## src/program.hex

```
// one 16-bit instruction word per line, from address 00 upward
D101
D202
A0C1
6020
8045
B8A3
C21F
D30E
A5B4
6731
8C10
4E2A
7F05
1234
ABCD
F00F

```

## src/design/mem_pkg.sv

```systemverilog
package mem_pkg;

  // instruction and data memory, one word per address
  localparam int mem_depth = 256;

  // address width follows the depth
  // the pc and the data address share this type
  typedef logic [$clog2(mem_depth)-1:0] addr_t;

  // hex image loaded into the ram at start
  // also read by the testbench model
  localparam string mem_init_file = "/design/src/program.hex";

endpackage

```

## src/design/dp_pkg.sv

```systemverilog
package dp_pkg;

  // datapath word, shared by every block and the testbench
  typedef logic [15:0] word_t;

  // register file size and its index width
  localparam int num_regs = 8;
  typedef logic [$clog2(num_regs)-1:0] reg_idx_t;

  // signed immediate taken from the low instruction bits
  localparam int imm5_width = 5;

  // shifter control on the B path
  // 01 fills with zero, 10 is logical, 11 copies the msb
  typedef enum logic [1:0] {
    shift_none        = 2'b00,
    shift_left        = 2'b01,
    shift_right       = 2'b10,
    shift_right_arith = 2'b11
  } shift_op_e;

  // alu function select
  // sub is a minus b, not_b ignores a
  typedef enum logic [1:0] {
    alu_add   = 2'b00,
    alu_sub   = 2'b01,
    alu_and   = 2'b10,
    alu_not_b = 2'b11
  } alu_op_e;

endpackage
```

## src/design/rf_if.sv

```systemverilog
`timescale 1ns/1ps

// register file port as seen by the execute unit
// one write port and one read port, all plain levels
interface rf_if import dp_pkg::*; ();

  // read index, read_data follows it in the same cycle
  reg_idx_t readnum;

  // write index and strobe, sampled at the rising clk
  reg_idx_t writenum;
  logic     write;

  // write-back value from the execute unit
  word_t    write_data;

  // selected register contents
  word_t    read_data;

  // register file side
  modport file (
    input  readnum,
    input  writenum,
    input  write,
    input  write_data,
    output read_data
  );

  // execute unit side
  // indices and strobe come from the controller, not from here
  modport user (
    output write_data,
    input  read_data
  );

endinterface

```

## src/design/datapath.sv

```systemverilog
`timescale 1ns/1ps

module datapath import dp_pkg::*, mem_pkg::*; (
  input  logic      clk,
  input  logic      rst_n,

  // register file control and write-back
  input  reg_idx_t  readnum,
  input  reg_idx_t  writenum,
  input  logic      write,
  input  logic      vsel,
  input  word_t     datapath_in,

  // operand and result loads
  input  logic      loada,
  input  logic      loadb,
  input  logic      asel,
  input  logic      bsel,
  input  logic      loadc,
  input  logic      loads,
  input  shift_op_e shift,
  input  alu_op_e   alu_op,

  // pc and memory control
  input  logic      loadpc,
  input  logic      loadir,
  input  logic      msel,
  input  logic      mwrite,

  // controller view
  output word_t     datapath_out,
  output logic      status,
  output addr_t     pc,
  output word_t     instr
);

  // execute to fetch link
  word_t c_value;
  word_t b_value;

  // register file connection
  rf_if rf ();

  // indices and strobe come straight from the controller ports
  assign rf.readnum  = readnum;
  assign rf.writenum = writenum;
  assign rf.write    = write;

  reg_file u_reg_file (
    .clk   (clk),
    .rst_n (rst_n),
    .rf    (rf.file)
  );

  exec_unit u_exec_unit (
    .clk         (clk),
    .rst_n       (rst_n),
    .rf          (rf.user),
    .datapath_in (datapath_in),
    .vsel        (vsel),
    .loada       (loada),
    .loadb       (loadb),
    .loadc       (loadc),
    .loads       (loads),
    .asel        (asel),
    .bsel        (bsel),
    .shift       (shift),
    .alu_op      (alu_op),
    .instr       (instr),
    .c_value     (c_value),
    .b_value     (b_value),
    .status      (status)
  );

  fetch_unit u_fetch_unit (
    .clk     (clk),
    .rst_n   (rst_n),
    .loadpc  (loadpc),
    .loadir  (loadir),
    .msel    (msel),
    .mwrite  (mwrite),
    .c_value (c_value),
    .b_value (b_value),
    .pc      (pc),
    .instr   (instr)
  );

  // C is the datapath result
  assign datapath_out = c_value;

endmodule

```

## src/design/fetch_unit.sv

```systemverilog
`timescale 1ns/1ps

module fetch_unit import dp_pkg::*, mem_pkg::*; (
  input  logic  clk,
  input  logic  rst_n,
  input  logic  loadpc,
  input  logic  loadir,
  input  logic  msel,
  input  logic  mwrite,
  input  word_t c_value,
  input  word_t b_value,
  output addr_t pc,
  output word_t instr
);

  // shared read/write address
  addr_t addr;

  // ram array and its registered read data
  word_t mem [mem_depth];
  word_t mdata;

  // program counter
  // steps by one, wraps at the top of memory
  always_ff @(posedge clk or negedge rst_n) begin
    if (!rst_n) begin
      pc <= '0;
    end else if (loadpc) begin
      pc <= pc + addr_t'(1);
    end
  end

  // address select
  // msel high uses the low byte of C for loads and stores
  assign addr = msel ? c_value[$bits(addr_t)-1:0] : pc;

  // words past the end of the image read as zero
  initial begin
    for (int i = 0; i < mem_depth; i++) begin
      mem[i] = '0;
    end
    $readmemh(mem_init_file, mem);
  end

  // single port ram
  // read is registered, a write cycle returns the old word
  always @(posedge clk) begin
    if (mwrite) begin
      mem[addr] <= b_value;
    end
    mdata <= mem[addr];
  end

  // instruction register
  // loadir one cycle after the address was presented
  always_ff @(posedge clk or negedge rst_n) begin
    if (!rst_n) begin
      instr <= '0;
    end else if (loadir) begin
      instr <= mdata;
    end
  end

  // a store to an unknown address has no defined target
  a_store_addr_known: assert property (
    @(posedge clk) disable iff (!rst_n)
    mwrite |-> !$isunknown(addr)
  ) else $error("fetch_unit store with unknown address");

endmodule

```

## src/design/exec_unit.sv

```systemverilog
`timescale 1ns/1ps

module exec_unit import dp_pkg::*; (
  input  logic      clk,
  input  logic      rst_n,
  rf_if.user        rf,
  input  word_t     datapath_in,
  input  logic      vsel,
  input  logic      loada,
  input  logic      loadb,
  input  logic      loadc,
  input  logic      loads,
  input  logic      asel,
  input  logic      bsel,
  input  shift_op_e shift,
  input  alu_op_e   alu_op,
  input  word_t     instr,
  output word_t     c_value,
  output word_t     b_value,
  output logic      status
);

  // operand and result registers
  word_t a_q;
  word_t b_q;
  word_t c_q;

  // combinational path from registers to the alu output
  word_t shift_out;
  word_t sximm5;
  word_t ain;
  word_t bin;
  word_t alu_out;
  logic  zero;

  // write-back select
  // vsel high takes the external input, low takes C
  assign rf.write_data = vsel ? datapath_in : c_q;

  // A and B both capture the register file read port
  always_ff @(posedge clk or negedge rst_n) begin
    if (!rst_n) begin
      a_q <= '0;
      b_q <= '0;
    end else begin
      if (loada) a_q <= rf.read_data;
      if (loadb) b_q <= rf.read_data;
    end
  end

  // shifter on B, one bit per operation
  always_comb begin
    case (shift)
      shift_none:        shift_out = b_q;
      shift_left:        shift_out = {b_q[$bits(word_t)-2:0], 1'b0};
      shift_right:       shift_out = {1'b0, b_q[$bits(word_t)-1:1]};
      shift_right_arith: shift_out = {b_q[$bits(word_t)-1], b_q[$bits(word_t)-1:1]};
      default:           shift_out = b_q;
    endcase
  end

  // immediate from the low instruction bits, sign extended
  assign sximm5 = {{($bits(word_t) - imm5_width){instr[imm5_width-1]}},
                   instr[imm5_width-1:0]};

  // operand selects
  // asel forces a to zero, so a plain add passes B through
  assign ain = asel ? '0 : a_q;
  assign bin = bsel ? sximm5 : shift_out;

  // alu, add and sub wrap at the word width
  always_comb begin
    case (alu_op)
      alu_add:   alu_out = ain + bin;
      alu_sub:   alu_out = ain - bin;
      alu_and:   alu_out = ain & bin;
      alu_not_b: alu_out = ~bin;
      default:   alu_out = '0;
    endcase
  end

  // zero flag
  assign zero = (alu_out == '0);

  // result and status registers
  // status holds its value while loads is low
  always_ff @(posedge clk or negedge rst_n) begin
    if (!rst_n) begin
      c_q    <= '0;
      status <= 1'b0;
    end else begin
      if (loadc) c_q <= alu_out;
      if (loads) status <= zero;
    end
  end

  // C feeds the data address, B is store data
  assign c_value = c_q;
  assign b_value = b_q;

  // controls that shape a captured result must be driven
  a_shift_known: assert property (
    @(posedge clk) disable iff (!rst_n)
    (loadc || loads) |-> !$isunknown(shift)
  ) else $error("exec_unit result load with unknown shift");

  a_alu_op_known: assert property (
    @(posedge clk) disable iff (!rst_n)
    (loadc || loads) |-> !$isunknown(alu_op)
  ) else $error("exec_unit result load with unknown alu_op");

endmodule

```

## src/design/reg_file.sv

```systemverilog
`timescale 1ns/1ps

module reg_file import dp_pkg::*; (
  input logic clk,
  input logic rst_n,
  rf_if.file  rf
);

  // register storage, one word per index
  word_t regs [num_regs];

  // one register per index, each with its own write decode
  for (genvar i = 0; i < num_regs; i++) begin : g_reg
    logic we;

    // this register is the write target
    assign we = rf.write && (rf.writenum == reg_idx_t'(i));

    always_ff @(posedge clk or negedge rst_n) begin
      if (!rst_n) begin
        regs[i] <= '0;
      end else if (we) begin
        regs[i] <= rf.write_data;
      end
    end
  end

  // read port, combinational on readnum
  // a write at this edge shows up on read_data the cycle after
  assign rf.read_data = regs[rf.readnum];

  // a write to an unknown index would corrupt an arbitrary register
  a_writenum_known: assert property (
    @(posedge clk) disable iff (!rst_n)
    rf.write |-> !$isunknown(rf.writenum)
  ) else $error("reg_file write with unknown writenum");

endmodule

```

## config.mk

```make
export PLATFORM = sky130hd
export DESIGN_NAME = datapath
export DESIGN_NICKNAME = d
export VERILOG_FILES = /design/src/design/mem_pkg.sv /design/src/design/dp_pkg.sv /design/src/design/rf_if.sv /design/src/design/datapath.sv /design/src/design/fetch_unit.sv /design/src/design/exec_unit.sv /design/src/design/reg_file.sv
export SDC_FILE = /design/constraint.sdc
export NUM_CORES = 2
export LEC_CHECK = 0
export CAP_MARGIN = 10
export CORE_MARGIN = 2
export CORE_UTILIZATION = 55
export CTS_CLUSTER_SIZE = 30
export DETAILED_ROUTE_END_ITERATION = 8
export DONT_BUFFER_PORTS = 1
export PLACE_DENSITY = 0.72
export SYNTH_ARGS = -nofsm -noshare
export SYNTH_HDL_FRONTEND = slang
export SYNTH_SLANG_ARGS = --single-unit
```

## constraint.sdc

```tcl
create_clock -name clk -period 18.2 [get_ports clk]
set_input_delay 0.91 -clock clk [delete_from_list [all_inputs] [get_ports clk]]
set_output_delay 0.91 -clock clk [all_outputs]
set_load 0.02 [all_outputs]
```

Word-level counts from Yosys, hierarchy flattened
Memories as Yosys holds them, arrays and structs flattened. A register that Yosys moved wholly into a read port is not among the register bits.
Cells that the tools add are included.
Widths: inputs -> output; s select.

operators by class
  add/sub/neg operators = 3
  multiply operators = 0
  div/mod/pow operators = 0
  order comparisons = 1
  equality and inequality tests = 13
  shift-type cells = 0
  multiplexer cells = 11
  bitwise operators = 3
  reductions and logical operators = 12

operator list
  operator             number
  $pmux 16 s4          2
  $mux 16              5
  $bmux 16 s3          1
  $add 16x16->16       1
  $and 16x16->16       1
  $logic_not 16->1     1
  $not 16->16          1
  $sub 16x16->16       1
  $eq 3x3->1 const B   4
  $add 8x1->8 const B  1
  $eq 2x2->1 const B   4
  $logic_and 1x1->1    8
  $mux 8               1
  $eq 3x2->1 const B   2
  $eq 2x1->1 const B   2
  $ge 4x4->1 const B   1
  $logic_not 2->1      2
  $not 3->4            1
  $eq 3x1->1 const B   1
  $logic_not 3->1      1
  $mux 1               2

storage, ports and cells
  register bits = 201
  bits in latches = 0
  memory bits (writable) = 4096
  bits in read-only memories = 0
  output and inout port bits = 41
  logic and storage cells = 58
  memories kept = 1

memory list
  memory            words  width  rd ports  clocked after Yosys merged registers in  wr ports  line              RTL
  u_fetch_unit.mem  256    16     1         1                                        1         fetch_unit.sv:20  word_t mem [mem_depth];

Logic depth before layout (Yosys ltp)
  depth after elaboration = 6
  depth in mapped cells = 19
  gate-level depth less buffers = 17

Modules after synthesis
From an unflattened synthesis, not the netlist that was laid out.

second synthesis, totals
  cells, all modules = 8769
  area total of the unflattened synthesis = 167822.2 um2

by module, submodules not included
  module      times used  cells an instance  area each (um2)  sequential area each (um2)
  fetch_unit  1           7973               157746.3         123918.8
  reg_file    1           336                5933.2           3203.1
  exec_unit   1           460                4142.7           1226.2

Worst setup path after synthesis
Ideal clock, no wire load.

  path type = register -> register
  start = register u_exec_unit.b_q[1], in the netlist u_exec_unit.b_value[1]
  end = register u_exec_unit.status
  library setup time = 92 ps
  arrival time = 6639 ps
  slack = 11470 ps
  stages on the path, launching flop included = 16
  period minus slack after synthesis = 6730 ps
  cells stage by stage = dfrtp_1 -> mux2i_1 -> a222oi_1 -> inv_1 -> ha_1 -> o21ai_0 -> fa_1 -> a211oi_1 -> nor2_1 -> or2_2 -> a31oi_1 -> xnor2_1 -> o21ai_0 -> and3_1 -> nand4_1 -> o31ai_2

on the way
  longest elaborated chain between the ends = 5

ends and longest elaborated chain
  element                                 line             RTL
  start: declaration                      exec_unit.sv:25  word_t b_q;
  start signal: assignment                exec_unit.sv:47  if (loadb) b_q <= rf.read_data;
  $pmux 16 s4 (*)                         exec_unit.sv:53  case (shift)
  $mux 16 (*)                             exec_unit.sv:69  assign bin = bsel ? sximm5 : shift_out;
  $sub 16x16->16 (tied with other cells)  exec_unit.sv:75  alu_sub: alu_out = ain - bin;
  $pmux 16 s4 (*)                         exec_unit.sv:73  case (alu_op)
  $logic_not 16->1 (*)                    exec_unit.sv:83  assign zero = (alu_out == '0);
  end signal: assignment                  exec_unit.sv:93  if (loads) status <= zero;
  end: declaration                        exec_unit.sv:20  output logic status

Every way passes the cells marked *; elsewhere a longest branch is shown, timed or not.
A chain may end at the register's enable or synchronous reset.

Final worst setup path
  start = register u_fetch_unit.pc[0]
  end = register u_fetch_unit.mdata[14] (read register of u_fetch_unit.mem)

on the way
  longest elaborated chain between the ends = 1

ends and longest elaborated chain
  element                   line              RTL
  start: declaration        fetch_unit.sv:12  output addr_t pc,
  start signal: assignment  fetch_unit.sv:29  pc <= pc + addr_t'(1);
  $mux 8                    fetch_unit.sv:35  assign addr = msel ? c_value[$bits(addr_t)-1:0] : pc;
  end: declaration          fetch_unit.sv:21  word_t mdata;

Every way passes these cells.

==> flow_summary.ini <==
[clock_network]
cts_root_buffer = clkbuf_16
cts_setup_buffers = 0
clock_latency_ns = 0.97
clk_pin_slew_worst_paths_ns = 0.06
cts_resized = 0
h-tree-depth = 5
cts_tree = done
cts_sinks = 4313
cts_hold_buffers = 6
cts_inserted_buffers = 417
cts_buffer_depth = 4

[drt]
remaining_drc_errors = 0
firstDrtPassIters = 7
routedWlPerCell_um = 35.1
wl_mm = 436
num_vias = 84900
ant_nets = 0
vias_per_cell = 6.84
drt_iter0_drc = 13200

[cells_and_area]
finalNetCount = 8153
design_area_um2 = 186000
area_growth_pct = 12.3
nFillCells = 19800
seqCellArea_um2 = 128000
utilization_pct = 62.1
multiInputGateArea_um2 = 35800
drive_above_1_share_pct = 26.2

[global_route]
met1_usage_pct = 39.7
grt_pass1_wl_mm = 621
track_usage_pct = 28.4
grt_pass1_vias = 84100
busiest_layer = met2
grt_max_degree = 212
overflow = 0
grtUsageMet2_pct = 43.7
met3_usage_pct = 7.24
grt_antenna_before_repair = 22

[pwr]
seq_power_share_pct = 44.7
finalPower_mw = 27.3
combPwrFrac_pct = 23.3
internal-power_mw = 19.1
p_switching_mw = 8.18
clock_power_share_pct = 31.9
switching_share_pct = 30.0
ir_drop_v = 0.000152
powerDensity_nw_per_um2 = 147
p_leak_nw = 58.2

[critical_path]
crit_arrival_ns = 7.89
endpoint_kind = flip-flop
slowest_stage = buf_4
path_max_fanout = 82
startpoint_type = flip-flop
crit_type = reg -> reg
crit_top_cell = buf_4
crit_required_ns = 18.99
path_cells = mux2_8, buf_12, buf_4, buf_4, buf_4, mux4_2, a22oi_1, a21oi_1, o31ai_1, nand3_1, nand3b_1
slowest_delay_ns = 0.81

[place]
place_area_um2 = 172000
dp_hpwl_mm = 249
gp_congestion = 0.874
io_buffers = 0
dp_slack_ns = 10.77

[sta]
finalSetupViolCount = 0
period_needed_ns = 7.10
rsz0062_at_grt = no
report.final.slew_viol_count = 0
clock_skew_ns = 0.0749
worstMarginPinSlew_ns = 1.35
setup_tns_ns = 0
fin_ws_ns = 11.10
max_freq_ghz = 0.141
timing.final.crit_share_pct = 39.0
slew_headroom_pct = 9.02
final_hold_viol_count = 0

[floorplan]
rows = 201
initial_core_util_pct = 55.3
die_x_um = 553
die_area_um2 = 306000
pin_count = 81
chipHeight_um = 553
core_um2 = 300000

[logic_synthesis]
synth-xor-area-share_pct = 0.174
async_flop_share_pct = 4.66
synth_top_cell_area_share_pct = 74.2
synth_warnings = 0
synthCells = 7769
synth_edf_count = 4096
synth_top_family_by_area = multiplexers
syn_area_per_cell_um2 = 21.3
synth-adder-area-share_pct = 0.148
synthMuxAreaShare_pct = 14.9
synth_nets = 7828
syn-cell-area_um2 = 166000
ys_types = 76
synth-seq-area-share_pct = 77.5
synth_area_leaders = edfxtp_1 74%, mux4_2 14%, dfrtp_1 3.0%
synth-compound-area-share_pct = 4.26
yosysTopAreaCell = edfxtp_1
synthSimpleGateAreaFrac_pct = 1.79
ys_ff_latch = 4313
synth_flop_cell = edfxtp_1

[min_path]
hold_class = in -> reg

[run_status]
status = finished, final reports clean

[run]
drv_cap = 0
-- state kept, by name (all words and copies together), names as in the netlist --
name / cells
u_fetch_unit.pc: 8
u_exec_unit.b_value: 16
u_exec_unit.status: 1
u_exec_unit.a_q: 16
u_fetch_unit.instr: 16
u_exec_unit.c_value: 16
u_fetch_unit.mem: 4096
u_fetch_unit.mdata: 16
u_reg_file.regs: 128
-- per-layer routing --
metal | vias up | share of wire [%]
li1 | 33300 | -
met1 | 44700 | 36
met2 | 5963 | 47
met3 | 857 | 13
met4 | 12 | 4.2
met5 | - | 0.020
-- path summary, 6_finish.rpt --
path	startpoint	to	slack [ns]	cells past startpoint
worst min-delay path	loada	u_exec_unit.a_q[13]	0.06	1
worst max-delay path	u_fetch_unit.pc[0]	u_fetch_unit.mdata[14]	11.10	11
worst min register to register	u_fetch_unit.mdata[7]	u_fetch_unit.instr[7]	0.47	1
max in group asynchronous	rst_n	u_exec_unit.b_value[11]	16.52	2
worst max register to register	u_fetch_unit.pc[0]	u_fetch_unit.mdata[14]	11.10	11
min in group asynchronous	rst_n	u_fetch_unit.pc[6]	0.57	2
-- cell usage after synthesis, types with 13 or more instances --
master	count
edfxtp_1	4096
mux4_2	1056
a22oi_1	514
a21oi_1	373
o41ai_1	15
buf_2	121
buf_4	16
nand2_1	122
nand4_1	16
dfrtp_1	201
o21ai_0	109
mux2i_1	46
dfxtp_1	16
nand2b_1	13
mux2_2	28
nor4_1	27
nand3_1	38
xnor2_1	25
clkbuf_1	278
ha_1	18
inv_1	21
buf_6	13
nor2_1	400
nor2b_1	19
buf_1	44
nor3_1	14
-- cell usage in the layout, fill, tap and decap left out, types with 13 or more instances in the layout --
cell type	count
a21oi_1	371
a22oi_1	513
buf_12	17
buf_4	351
bufinv_16	49
clkbuf_1	78
clkbuf_16	419
clkinv_1	102
clkinv_2	72
clkinvlp_4	13
dfrtp_1	185
dfrtp_4	16
dfxtp_1	16
diode_2	17
edfxtp_1	4096
ha_1	18
inv_1	21
mux2_2	27
mux2i_1	46
mux4_2	1056
nand2_1	122
nand2b_1	13
nand3_1	22
nand3_2	16
nand4_1	16
nor2_1	311
nor2_2	90
nor2b_1	19
nor4_1	26
o21ai_0	106
xnor2_1	25
-- per-stage QoR --
stage / hold slack [ns] / instances
after floorplan: 0.414 / 7769
after global placement: 0.456 / 11600
after detailed placement: 0.461 / 11600
after CTS: 0.0000884 / 12400
after global routing: 0.0128 / 12400
final: 0.0571 / 12400
-- power groups by stage --
stage                     Combinational [mW]  Sequential [mW]  Clock [mW]
after floorplan                         3.85             12.6           0
after global placement                  6.16             12.4           0
after detailed placement                6.28             12.4           0
after CTS                               6.33             12.2        8.77
after global routing                    6.67             12.2        9.15
final                                   6.37             12.2        8.71
-- worst max-delay path: cells and delay by family, from the launching register on --
kind | cells | cell delay, ns
AOI/OAI and AO/OA | 3 | 1.23
buffers and inverters | 4 | 2.80
DFF | 1 | 0.60
muxes | 2 | 1.30
and+or+nand+nor | 2 | 0.76
-- layout make-up --
class	count	share of cell area, %
Tap cell	3958	2.66
Sequential cell	4313	69.0
Multi-Input combinational cell	2961	19.2
Antenna cell	17	0.0229
Clock inverter	265	1.54
Inverter	23	0.0464
Timing Repair Buffer	378	1.66
Clock buffer	505	5.85
-- kinds of logic after synthesis --
logic type | count (synthesis)
xor gates and xnor gates | 33
muxes | 1135
AOI/OAI and AO/OA | 1087
adders and majority gates | 19
DFF | 4313
and+or+nand+nor | 687
buffers and inverters | 495
Power figures use the tool's default switching activity.
